<file path="config.mk">
export PLATFORM = sky130hd
export DESIGN_NAME = rv_core
export DESIGN_NICKNAME = d
export VERILOG_FILES = /design/src/logic/rv_pkg.sv /design/src/logic/ctrl_if.sv /design/src/logic/control.sv /design/src/logic/imm_gen.sv /design/src/logic/reg_file.sv /design/src/logic/execute.sv /design/src/logic/pc_unit.sv /design/src/logic/rv_core.sv
export SDC_FILE = /design/constraint.sdc
export NUM_CORES = 2
export LEC_CHECK = 0
export ABC_AREA = 0
export BUFFER_PORTS_ARGS = -buffer_cell sky130_fd_sc_hd__buf_2
export CORE_MARGIN = 2
export CORE_UTILIZATION = 50
export CTS_CLUSTER_DIAMETER = 120
export DETAILED_ROUTE_END_ITERATION = 10
export PLACE_DENSITY = 0.75
export SKIP_LAST_GASP = 1
export SLEW_MARGIN = 20
export SYNTH_ARGS = -nofsm -noshare
export SYNTH_HDL_FRONTEND = slang
export SYNTH_SLANG_ARGS = --single-unit
</file>
<file path="constraint.sdc">
create_clock -name clk -period 18.66 [get_ports clk]
set_input_delay 1.866 -clock clk [delete_from_list [all_inputs] [get_ports clk]]
set_output_delay 1.866 -clock clk [all_outputs]
set_load 0.01 [all_outputs]
</file>
<file path="src/logic/rv_pkg.sv">
package rv_pkg;

    localparam int xlen = 32;

    // base opcodes of the RV32I subset
    typedef enum logic [6:0] {
        OPCODE_REG    = 7'b0110011,
        OPCODE_IMM    = 7'b0010011,
        OPCODE_LOAD   = 7'b0000011,
        OPCODE_STORE  = 7'b0100011,
        OPCODE_BRANCH = 7'b1100011,
        OPCODE_JAL    = 7'b1101111,
        OPCODE_JALR   = 7'b1100111,
        OPCODE_LUI    = 7'b0110111,
        OPCODE_AUIPC  = 7'b0010111
    } opcode_t;

    // funct3 for REG and IMM
    localparam logic [2:0] FUNCT3_ADD_SUB = 3'b000;
    localparam logic [2:0] FUNCT3_SLL     = 3'b001;
    localparam logic [2:0] FUNCT3_SLT     = 3'b010;
    localparam logic [2:0] FUNCT3_SLTU    = 3'b011;
    localparam logic [2:0] FUNCT3_XOR     = 3'b100;
    localparam logic [2:0] FUNCT3_SRL_SRA = 3'b101;
    localparam logic [2:0] FUNCT3_OR      = 3'b110;
    localparam logic [2:0] FUNCT3_AND     = 3'b111;

    // funct3 for BRANCH
    localparam logic [2:0] FUNCT3_BEQ  = 3'b000;
    localparam logic [2:0] FUNCT3_BNE  = 3'b001;
    localparam logic [2:0] FUNCT3_BLT  = 3'b100;
    localparam logic [2:0] FUNCT3_BGE  = 3'b101;
    localparam logic [2:0] FUNCT3_BLTU = 3'b110;
    localparam logic [2:0] FUNCT3_BGEU = 3'b111;

    localparam logic [6:0] FUNCT7_SUB_SRA = 7'b0100000; // alternate op bit 30

    typedef enum logic [3:0] {
        ALU_ADD, ALU_SUB, ALU_XOR, ALU_OR, ALU_AND,
        ALU_SLL, ALU_SRL, ALU_SRA, ALU_SLT, ALU_SLTU
    } alu_ctrl_t;

    typedef enum logic [2:0] {
        BR_NONE, BR_BEQ, BR_BNE, BR_BLT, BR_BGE, BR_BLTU, BR_BGEU
    } br_func_t;

    typedef enum logic [2:0] {
        SEXT_I, SEXT_S, SEXT_B, SEXT_J, SEXT_U
    } sext_ctrl_t;

    typedef enum logic [1:0] {
        PC_INC, // sequential
        PC_BR,  // conditional branch
        PC_JAL  // jal or jalr
    } pc_source_t;

endpackage

</file>
<file path="src/logic/ctrl_if.sv">
`timescale 1ns/1ps

interface ctrl_if;
    logic                   mem_to_reg; // load data to rd
    logic                   reg_write;
    logic                   mem_write;
    logic                   mem_read;
    logic                   jal;        // link value to rd
    logic                   lui;        // immediate to rd
    rv_pkg::alu_ctrl_t      alu_ctrl;
    logic                   alu_pc;     // pc as operand a
    logic                   alu_imm;    // imm as operand b
    rv_pkg::br_func_t       br_func;
    logic                   jal_addr;   // 1 for jalr target
    rv_pkg::sext_ctrl_t     sext_op;
    rv_pkg::pc_source_t     pc_source;

    modport decoder (output mem_to_reg, reg_write, mem_write, mem_read, jal, lui,
                     alu_ctrl, alu_pc, alu_imm, br_func, jal_addr, sext_op, pc_source);
    modport exec (input mem_to_reg, mem_write, mem_read, jal, lui,
                  alu_ctrl, alu_pc, alu_imm, br_func);
    modport fetch (input pc_source, jal_addr);
    modport ext (input sext_op);
endinterface

</file>
<file path="src/logic/control.sv">
`timescale 1ns/1ps

module control (
    input  rv_pkg::opcode_t opcode,
    input  logic [2:0]      funct3,
    input  logic [6:0]      funct7,
    ctrl_if.decoder         ctl
);

    logic alt_op; // bit 30 set for sub and sra

    assign alt_op = (funct7 == rv_pkg::FUNCT7_SUB_SRA);

    always_comb begin
        // safe defaults, nothing written
        ctl.mem_to_reg = 1'b0;
        ctl.reg_write  = 1'b0;
        ctl.mem_write  = 1'b0;
        ctl.mem_read   = 1'b0;
        ctl.jal        = 1'b0;
        ctl.lui        = 1'b0;
        ctl.alu_ctrl   = rv_pkg::ALU_ADD;
        ctl.alu_pc     = 1'b0;
        ctl.alu_imm    = 1'b0;
        ctl.br_func    = rv_pkg::BR_NONE;
        ctl.jal_addr   = 1'b0;
        ctl.sext_op    = rv_pkg::SEXT_I;
        ctl.pc_source  = rv_pkg::PC_INC;

        unique case (opcode)
            rv_pkg::OPCODE_REG, rv_pkg::OPCODE_IMM: begin
                ctl.reg_write = 1'b1;
                ctl.alu_imm   = (opcode == rv_pkg::OPCODE_IMM);

                unique case (funct3)
                    rv_pkg::FUNCT3_ADD_SUB: begin
                        // no subi, so imm form always adds
                        if (alt_op && opcode == rv_pkg::OPCODE_REG)
                            ctl.alu_ctrl = rv_pkg::ALU_SUB;
                        else
                            ctl.alu_ctrl = rv_pkg::ALU_ADD;
                    end
                    rv_pkg::FUNCT3_XOR:  ctl.alu_ctrl = rv_pkg::ALU_XOR;
                    rv_pkg::FUNCT3_OR:   ctl.alu_ctrl = rv_pkg::ALU_OR;
                    rv_pkg::FUNCT3_AND:  ctl.alu_ctrl = rv_pkg::ALU_AND;
                    rv_pkg::FUNCT3_SLL:  ctl.alu_ctrl = rv_pkg::ALU_SLL;
                    rv_pkg::FUNCT3_SRL_SRA:
                        ctl.alu_ctrl = alt_op ? rv_pkg::ALU_SRA : rv_pkg::ALU_SRL;
                    rv_pkg::FUNCT3_SLT:  ctl.alu_ctrl = rv_pkg::ALU_SLT;
                    rv_pkg::FUNCT3_SLTU: ctl.alu_ctrl = rv_pkg::ALU_SLTU;
                endcase
            end

            rv_pkg::OPCODE_LOAD: begin
                ctl.mem_to_reg = 1'b1;
                ctl.mem_read   = 1'b1;
                ctl.reg_write  = 1'b1;
                ctl.alu_imm    = 1'b1; // rs1 + offset
            end

            rv_pkg::OPCODE_STORE: begin
                ctl.mem_write = 1'b1;
                ctl.alu_imm   = 1'b1;
                ctl.sext_op   = rv_pkg::SEXT_S;
            end

            rv_pkg::OPCODE_BRANCH: begin
                ctl.pc_source = rv_pkg::PC_BR;
                ctl.sext_op   = rv_pkg::SEXT_B;
                case (funct3)
                    rv_pkg::FUNCT3_BEQ:  ctl.br_func = rv_pkg::BR_BEQ;
                    rv_pkg::FUNCT3_BNE:  ctl.br_func = rv_pkg::BR_BNE;
                    rv_pkg::FUNCT3_BLT:  ctl.br_func = rv_pkg::BR_BLT;
                    rv_pkg::FUNCT3_BGE:  ctl.br_func = rv_pkg::BR_BGE;
                    rv_pkg::FUNCT3_BLTU: ctl.br_func = rv_pkg::BR_BLTU;
                    rv_pkg::FUNCT3_BGEU: ctl.br_func = rv_pkg::BR_BGEU;
                    default:             ctl.br_func = rv_pkg::BR_NONE; // never taken
                endcase
            end

            rv_pkg::OPCODE_JAL: begin
                ctl.pc_source = rv_pkg::PC_JAL;
                ctl.reg_write = 1'b1;
                ctl.jal       = 1'b1;
                ctl.sext_op   = rv_pkg::SEXT_J;
            end

            rv_pkg::OPCODE_JALR: begin
                ctl.pc_source = rv_pkg::PC_JAL;
                ctl.jal_addr  = 1'b1;
                ctl.reg_write = 1'b1;
                ctl.jal       = 1'b1;
                ctl.alu_imm   = 1'b1; // target from rs1 + imm in the alu
            end

            rv_pkg::OPCODE_LUI: begin
                ctl.reg_write = 1'b1;
                ctl.lui       = 1'b1;
                ctl.sext_op   = rv_pkg::SEXT_U;
            end

            rv_pkg::OPCODE_AUIPC: begin
                ctl.reg_write = 1'b1;
                ctl.alu_pc    = 1'b1;
                ctl.alu_imm   = 1'b1;
                ctl.sext_op   = rv_pkg::SEXT_U;
            end

            default: ; // unknown opcode just advances the pc
        endcase
    end

    // a store never writes a register in the same instruction
    assert final (!(ctl.mem_write && ctl.reg_write))
        else $error("control: mem_write and reg_write both set");

endmodule

</file>
<file path="src/logic/imm_gen.sv">
`timescale 1ns/1ps

module imm_gen (
    input  logic [31:0]              instr,
    ctrl_if.ext                      ctl,
    output logic [rv_pkg::xlen-1:0]  imm
);

    logic sign;

    assign sign = instr[31]; // every format takes its sign from bit 31

    always_comb begin
        unique case (ctl.sext_op)
            rv_pkg::SEXT_I:
                imm = {{(rv_pkg::xlen-12){sign}}, instr[31:20]};
            rv_pkg::SEXT_S:
                imm = {{(rv_pkg::xlen-12){sign}}, instr[31:25], instr[11:7]};
            // b and j keep bit 0 at zero
            rv_pkg::SEXT_B:
                imm = {{(rv_pkg::xlen-12){sign}}, instr[7], instr[30:25],
                       instr[11:8], 1'b0};
            rv_pkg::SEXT_J:
                imm = {{(rv_pkg::xlen-20){sign}}, instr[19:12], instr[20],
                       instr[30:21], 1'b0};
            rv_pkg::SEXT_U:
                imm = {instr[31:12], 12'b0};      // upper 20 bits only
            default:
                imm = {{(rv_pkg::xlen-12){sign}}, instr[31:20]};
        endcase
    end

endmodule

</file>
<file path="src/logic/reg_file.sv">
`timescale 1ns/1ps

module reg_file (
    input  logic                     clk,
    input  logic                     reset,
    input  logic [4:0]               rs1,
    input  logic [4:0]               rs2,
    input  logic [4:0]               rd,
    input  logic                     we,
    input  logic [rv_pkg::xlen-1:0]  wd,
    output logic [rv_pkg::xlen-1:0]  rs1_data,
    output logic [rv_pkg::xlen-1:0]  rs2_data
);

    logic [rv_pkg::xlen-1:0] regs [32]; // entry 0 never written

    always_ff @(posedge clk) begin
        if (!reset && we && rd != 5'd0)
            regs[rd] <= wd;
    end

    // combinational reads, x0 forced to zero
    assign rs1_data = (rs1 == 5'd0) ? '0 : regs[rs1];
    assign rs2_data = (rs2 == 5'd0) ? '0 : regs[rs2];

    assert property (@(posedge clk) rs1 == 5'd0 |-> rs1_data == '0)
        else $error("reg_file: x0 read on port 1 not zero");
    assert property (@(posedge clk) rs2 == 5'd0 |-> rs2_data == '0)
        else $error("reg_file: x0 read on port 2 not zero");

endmodule

</file>
<file path="src/logic/execute.sv">
`timescale 1ns/1ps

module execute (
    input  logic                     reset,
    ctrl_if.exec                     ctl,
    input  logic [rv_pkg::xlen-1:0]  pc,
    input  logic [rv_pkg::xlen-1:0]  pc_plus4,
    input  logic [rv_pkg::xlen-1:0]  rs1_data,
    input  logic [rv_pkg::xlen-1:0]  rs2_data,
    input  logic [rv_pkg::xlen-1:0]  imm,
    input  logic [rv_pkg::xlen-1:0]  dmem_rdata,
    output logic [rv_pkg::xlen-1:0]  alu_result,
    output logic [rv_pkg::xlen-1:0]  wb_data,
    output logic [rv_pkg::xlen-1:0]  dmem_wdata,
    output logic                     br_taken,
    output logic                     dmem_we,
    output logic                     dmem_re
);

    logic [rv_pkg::xlen-1:0] op_a;
    logic [rv_pkg::xlen-1:0] op_b;
    logic [4:0]              shamt;
    logic                    eq;
    logic                    lt;   // signed
    logic                    ltu;

    assign op_a  = ctl.alu_pc  ? pc  : rs1_data;
    assign op_b  = ctl.alu_imm ? imm : rs2_data;
    assign shamt = op_b[4:0];

    always_comb begin
        unique case (ctl.alu_ctrl)
            rv_pkg::ALU_ADD:  alu_result = op_a + op_b;
            rv_pkg::ALU_SUB:  alu_result = op_a - op_b;
            rv_pkg::ALU_XOR:  alu_result = op_a ^ op_b;
            rv_pkg::ALU_OR:   alu_result = op_a | op_b;
            rv_pkg::ALU_AND:  alu_result = op_a & op_b;
            rv_pkg::ALU_SLL:  alu_result = op_a << shamt;
            rv_pkg::ALU_SRL:  alu_result = op_a >> shamt;
            rv_pkg::ALU_SRA:  alu_result = $unsigned($signed(op_a) >>> shamt);
            rv_pkg::ALU_SLT:
                alu_result = {{(rv_pkg::xlen-1){1'b0}}, $signed(op_a) < $signed(op_b)};
            rv_pkg::ALU_SLTU:
                alu_result = {{(rv_pkg::xlen-1){1'b0}}, op_a < op_b};
            default:          alu_result = op_a + op_b;
        endcase
    end

    // branch compare always on the two registers
    assign eq  = (rs1_data == rs2_data);
    assign lt  = ($signed(rs1_data) < $signed(rs2_data));
    assign ltu = (rs1_data < rs2_data);

    always_comb begin
        unique case (ctl.br_func)
            rv_pkg::BR_BEQ:  br_taken = eq;
            rv_pkg::BR_BNE:  br_taken = !eq;
            rv_pkg::BR_BLT:  br_taken = lt;
            rv_pkg::BR_BGE:  br_taken = !lt;
            rv_pkg::BR_BLTU: br_taken = ltu;
            rv_pkg::BR_BGEU: br_taken = !ltu;
            default:         br_taken = 1'b0; // BR_NONE
        endcase
    end

    // writeback priority jump, lui, load, alu
    always_comb begin
        if (ctl.jal)
            wb_data = pc_plus4;
        else if (ctl.lui)
            wb_data = imm;
        else if (ctl.mem_to_reg)
            wb_data = dmem_rdata;
        else
            wb_data = alu_result;
    end

    assign dmem_wdata = rs2_data;
    assign dmem_we    = ctl.mem_write && !reset; // no memory traffic while in reset
    assign dmem_re    = ctl.mem_read  && !reset;

endmodule

</file>
<file path="src/logic/pc_unit.sv">
`timescale 1ns/1ps

module pc_unit #(
    parameter logic [rv_pkg::xlen-1:0] RESET_PC = '0
) (
    input  logic                     clk,
    input  logic                     reset,
    ctrl_if.fetch                    ctl,
    input  logic                     br_taken,
    input  logic [rv_pkg::xlen-1:0]  imm,
    input  logic [rv_pkg::xlen-1:0]  alu_result,
    output logic [rv_pkg::xlen-1:0]  pc,
    output logic [rv_pkg::xlen-1:0]  pc_plus4
);

    logic [rv_pkg::xlen-1:0] pc_rel;  // pc + imm for branch and jal
    logic [rv_pkg::xlen-1:0] pc_next;

    assign pc_plus4 = pc + rv_pkg::xlen'(4);
    assign pc_rel   = pc + imm;

    always_comb begin
        unique case (ctl.pc_source)
            rv_pkg::PC_BR:  pc_next = br_taken ? pc_rel : pc_plus4;
            rv_pkg::PC_JAL: pc_next = ctl.jal_addr ? {alu_result[rv_pkg::xlen-1:1], 1'b0}
                                                   : pc_rel;
            default:        pc_next = pc_plus4;
        endcase
    end

    always_ff @(posedge clk) begin
        if (reset)
            pc <= RESET_PC;
        else
            pc <= pc_next;
    end

    assert property (@(posedge clk) disable iff (reset) pc[1:0] == 2'b00)
        else $error("pc_unit: misaligned pc %h", pc);

endmodule

</file>
<file path="src/logic/rv_core.sv">
`timescale 1ns/1ps

module rv_core #(
    parameter logic [rv_pkg::xlen-1:0] RESET_PC = '0
) (
    input  logic                     clk,
    input  logic                     reset,
    // instruction memory, read combinationally
    output logic [rv_pkg::xlen-1:0]  imem_addr,
    input  logic [31:0]              imem_data,
    // data memory
    output logic [rv_pkg::xlen-1:0]  dmem_addr,
    output logic [rv_pkg::xlen-1:0]  dmem_wdata,
    output logic                     dmem_we,
    output logic                     dmem_re,
    input  logic [rv_pkg::xlen-1:0]  dmem_rdata
);

    logic [rv_pkg::xlen-1:0] pc;
    logic [rv_pkg::xlen-1:0] pc_plus4;
    logic [rv_pkg::xlen-1:0] imm;
    logic [rv_pkg::xlen-1:0] rs1_data;
    logic [rv_pkg::xlen-1:0] rs2_data;
    logic [rv_pkg::xlen-1:0] alu_result;
    logic [rv_pkg::xlen-1:0] wb_data;
    logic                    br_taken;

    ctrl_if ctl ();

    control i_control (
        .opcode (rv_pkg::opcode_t'(imem_data[6:0])),
        .funct3 (imem_data[14:12]),
        .funct7 (imem_data[31:25]),
        .ctl    (ctl.decoder)
    );

    imm_gen i_imm_gen (
        .instr (imem_data),
        .ctl   (ctl.ext),
        .imm   (imm)
    );

    reg_file i_reg_file (
        .clk      (clk),
        .reset    (reset),
        .rs1      (imem_data[19:15]),
        .rs2      (imem_data[24:20]),
        .rd       (imem_data[11:7]),
        .we       (ctl.reg_write),
        .wd       (wb_data),
        .rs1_data (rs1_data),
        .rs2_data (rs2_data)
    );

    execute i_execute (
        .reset      (reset),
        .ctl        (ctl.exec),
        .pc         (pc),
        .pc_plus4   (pc_plus4),
        .rs1_data   (rs1_data),
        .rs2_data   (rs2_data),
        .imm        (imm),
        .dmem_rdata (dmem_rdata),
        .alu_result (alu_result),
        .wb_data    (wb_data),
        .dmem_wdata (dmem_wdata),
        .br_taken   (br_taken),
        .dmem_we    (dmem_we),
        .dmem_re    (dmem_re)
    );

    pc_unit #(
        .RESET_PC (RESET_PC)
    ) i_pc_unit (
        .clk        (clk),
        .reset      (reset),
        .ctl        (ctl.fetch),
        .br_taken   (br_taken),
        .imm        (imm),
        .alu_result (alu_result),
        .pc         (pc),
        .pc_plus4   (pc_plus4)
    );

    assign imem_addr = pc;
    assign dmem_addr = alu_result; // load/store address is rs1 + offset

endmodule

</file>
==> results.sh <==
export IMPL_drc_errors=0
export IMPL_fin_tns_setup_ps=0
export IMPL_grt_pass1_wl_um=349000
export IMPL_path_clk_slew_ps=60
export IMPL_ir_drop_v=0.0000789
export IMPL_p_per_area_nw_per_um2=102
export IMPL_post_dp_hpwl_um=168000
export IMPL_clk_latency_ps=740
export IMPL_hp_class="reg -> reg"
export IMPL_yosys_warnings=0
export IMPL_hold_buffers=0
export IMPL_hp_start="i_pc_unit.pc[0]"
export IMPL_seq_power_share_pct=42.7
export IMPL_synth_largest_area_cell="edfxtp_1"
export IMPL_min_period_ps=12320
export IMPL_cts_num_sinks=1056
export IMPL_maxCapViolCount=0
export IMPL_synth_area_sq_um=62900
export IMPL_p_leak_nw=25.4
export IMPL_nets=5218
export IMPL_final_common_cell="edfxtp_1"
export IMPL_timing_worst_setup_path_type="in -> out"
export IMPL_worstSetupStartpointType="primary input"
export IMPL_initial_utilization_pct=50.2
export IMPL_row_count=130
export IMPL_setup_violations_final=0
export IMPL_post_cts_resized=0
export IMPL_wl_per_cell_um=37.4
export IMPL_hold_viol_final=0
export IMPL_cts_tree="yes"
export IMPL_num_vias=49000
export IMPL_gr_total_overflow=0
export IMPL_dieHeight_um=359
export IMPL_arrival_ps=10450
export IMPL_min_to="i_pc_unit.pc[0]"
export IMPL_synth_avg_cell_area_sq_um=12.9
export IMPL_synth_area_leaders="edfxtp_1 49%, mux4_2 12%, mux2i_1 10%"
export IMPL_worstMarginPinSlew_ps=1220
export IMPL_port_buffers=163
export IMPL_clock_fmax_ghz=0.0812
export IMPL_drtAntennaViolNets=0
export IMPL_pwr_share_comb_pct=27.6
export IMPL_p_sw_w=0.00233
export IMPL_grtUsageMet1_pct=48.0
export IMPL_synth_seq_area_share_pct=49.9
export IMPL_cts_htree_levels=3
export IMPL_pwr_share_clk_pct=29.7
export IMPL_hold_depth=2
export IMPL_status="complete, no violations"
export IMPL_rsz0062_at_grt="false"
export IMPL_io_pins=164
export IMPL_synth_cell_types=103
export IMPL_drtIter0Drc=7905
export IMPL_grt_use_total_pct=38.5
export IMPL_cts_buffers=105
export IMPL_final_cell_mix="1024 x edfxtp_1, 639 x mux2i_1, 333 x mux4_2"
export IMPL_timing_hold_ws_ps=630
export IMPL_async_reset_ff_share_pct=0
export IMPL_dieWidth_um=359
export IMPL_synth_seq_cells=1056
export IMPL_gp_congestion=1.08
export IMPL_clock_skew_ps=46.1
export IMPL_vias_per_cell=7.29
export IMPL_worstSetupEndpointType="output pin"
export IMPL_grt_pass1_vias=47300
export IMPL_antenna_found_initial=11
export IMPL_clk_path_buf_depth=3
export IMPL_grt_busiest_layer="met2"
export IMPL_synth_ff_type="edfxtp_1"
export IMPL_r2r_cells=22
export IMPL_r2r_end="i_reg_file.regs[8][22]"
export IMPL_met3_usage_pct=10.6
export IMPL_period_share_pct=66.0
export IMPL_die_area_sq_um=129000
export IMPL_layout_drive_gt1_share_pct=19.3
export IMPL_coreArea_sq_um=125000
export IMPL_critical_path_required_ps=16790
export IMPL_max_slew_margin_pct=17.7
export IMPL_cts_setup_buffers=0
export IMPL_p_sw_share_pct=32.9
export IMPL_internal_power_w=0.00475
export IMPL_synth_edff_count=1024
export IMPL_clockRootBuffer="clkbuf_16"
export IMPL_maxSlewViolCount=0
export IMPL_firstDrtPassIters=8
export IMPL_r2r_slack_ps=10330
export IMPL_critPathMaxFanout=81
export IMPL_syn2layout_area_growth_pct=10.6
export IMPL_drt_wl_total_um=252000
export IMPL_grt_max_degree=114
export IMPL_synth_top_area_share_pct=48.9
export IMPL_synthCells=4867
export IMPL_r2r_start="i_reg_file.regs[25][1]"
export IMPL_use_met2_pct=57.8
-- power groups by stage --
stage               logic (W)  clock network [W]  registers, W
floorplan             0.00111                  0       0.00308
global placement      0.00184                  0       0.00307
detailed placement    0.00186                  0       0.00307
CTS                   0.00186            0.00210       0.00302
global route          0.00204            0.00220       0.00302
finish                0.00196            0.00210       0.00302
-- through the flow --
stage | area (sq um) | power [W] | utilization (%) | instances | setup WS, ps
after floorplan | 63000 | 0.00419 | - | 4898 | 8510
after global placement | 66000 | 0.00492 | 52.7 | 6526 | 6390
after detailed placement | 66100 | 0.00493 | 52.8 | 6527 | 6360
after CTS | 69400 | 0.00699 | 55.5 | 6720 | 6350
after global routing | 69500 | 0.00726 | 55.5 | 6723 | 5830
final | 69600 | 0.00707 | 55.5 | 6727 | 6340
-- final cells by class --
| class | count | area (sq um) |
|---|---|---|
| diodes | 5 | 12.5 |
| flip-flops and latches | 1056 | 31400 |
| inverters | 171 | 644 |
| repair buffers | 327 | 2120 |
| well taps | 1650 | 2060 |
| fillers | 10000 | 55700 |
| clock buffers | 127 | 2710 |
| multi-input cells | 3325 | 30000 |
| clock inverters | 66 | 663 |
-- flip-flops by register name, indices dropped and copies added, names as in the netlist --
register         cells
i_reg_file.regs   1024
i_pc_unit.pc        32
-- kinds of logic after synthesis --
| logic type | after synthesis | share of synthesized area, % |
|---|---|---|
| simple gates | 880 | 6.71 |
| xor+xnor | 89 | 1.24 |
| other cells | 1 | 0.00596 |
| flops | 1056 | 49.9 |
| buf+inv | 517 | 3.55 |
| mux | 1013 | 22.8 |
| compound gates | 1145 | 12.4 |
| fa+ha+maj | 166 | 3.31 |
-- worst max-delay path, cell delays in order --
cell       delay [ps]
buf_8             630
buf_4             770
buf_4             730
mux4_2            600
mux4_2            450
mux2i_1           420
nor2_1            150
nand2_1           100
a21boi_0          460
ha_1              440
a21oi_1           230
o221ai_1          140
a211oi_1          480
o31ai_1           320
and2_1            310
a211oi_1          520
o21bai_1          150
a2111oi_0         470
o21bai_1          190
xnor2_1           140
nand2_1            70
a21oi_1           440
buf_2             230
-- routing by layer --
metal,wire length [um],part of all wire (%)
met5,33,0.013
met3,34000,14
met2,110000,44
met4,22200,8.8
met1,85500,34
-- synthesized netlist by cell type (43+ instances only) --
master    instances
nor3_1           55
edfxtp_1       1024
inv_1           163
nor2_1          242
mux4_2          333
a21o_1           50
a22oi_1         260
o22ai_1          60
o21ai_0         122
a21oi_1         279
nor2b_1          50
ha_1            165
a211oi_1         43
nand3_1          61
buf_2            87
mux2i_1         639
xnor2_1          54
clkbuf_1        183
nand2_1         275
-- worst max path at each step --
stage / from / end
6_report: imem_data[20] / dmem_addr[22]
5_1_grt: imem_data[16] / dmem_addr[30]
4_1_cts: imem_data[16] / dmem_addr[31]
3_5_place_dp: imem_data[16] / dmem_addr[31]
3_3_place_gp: imem_data[16] / dmem_addr[31]
2_1_floorplan: imem_data[20] / dmem_addr[31]
(Power assumes the default switching activity.)
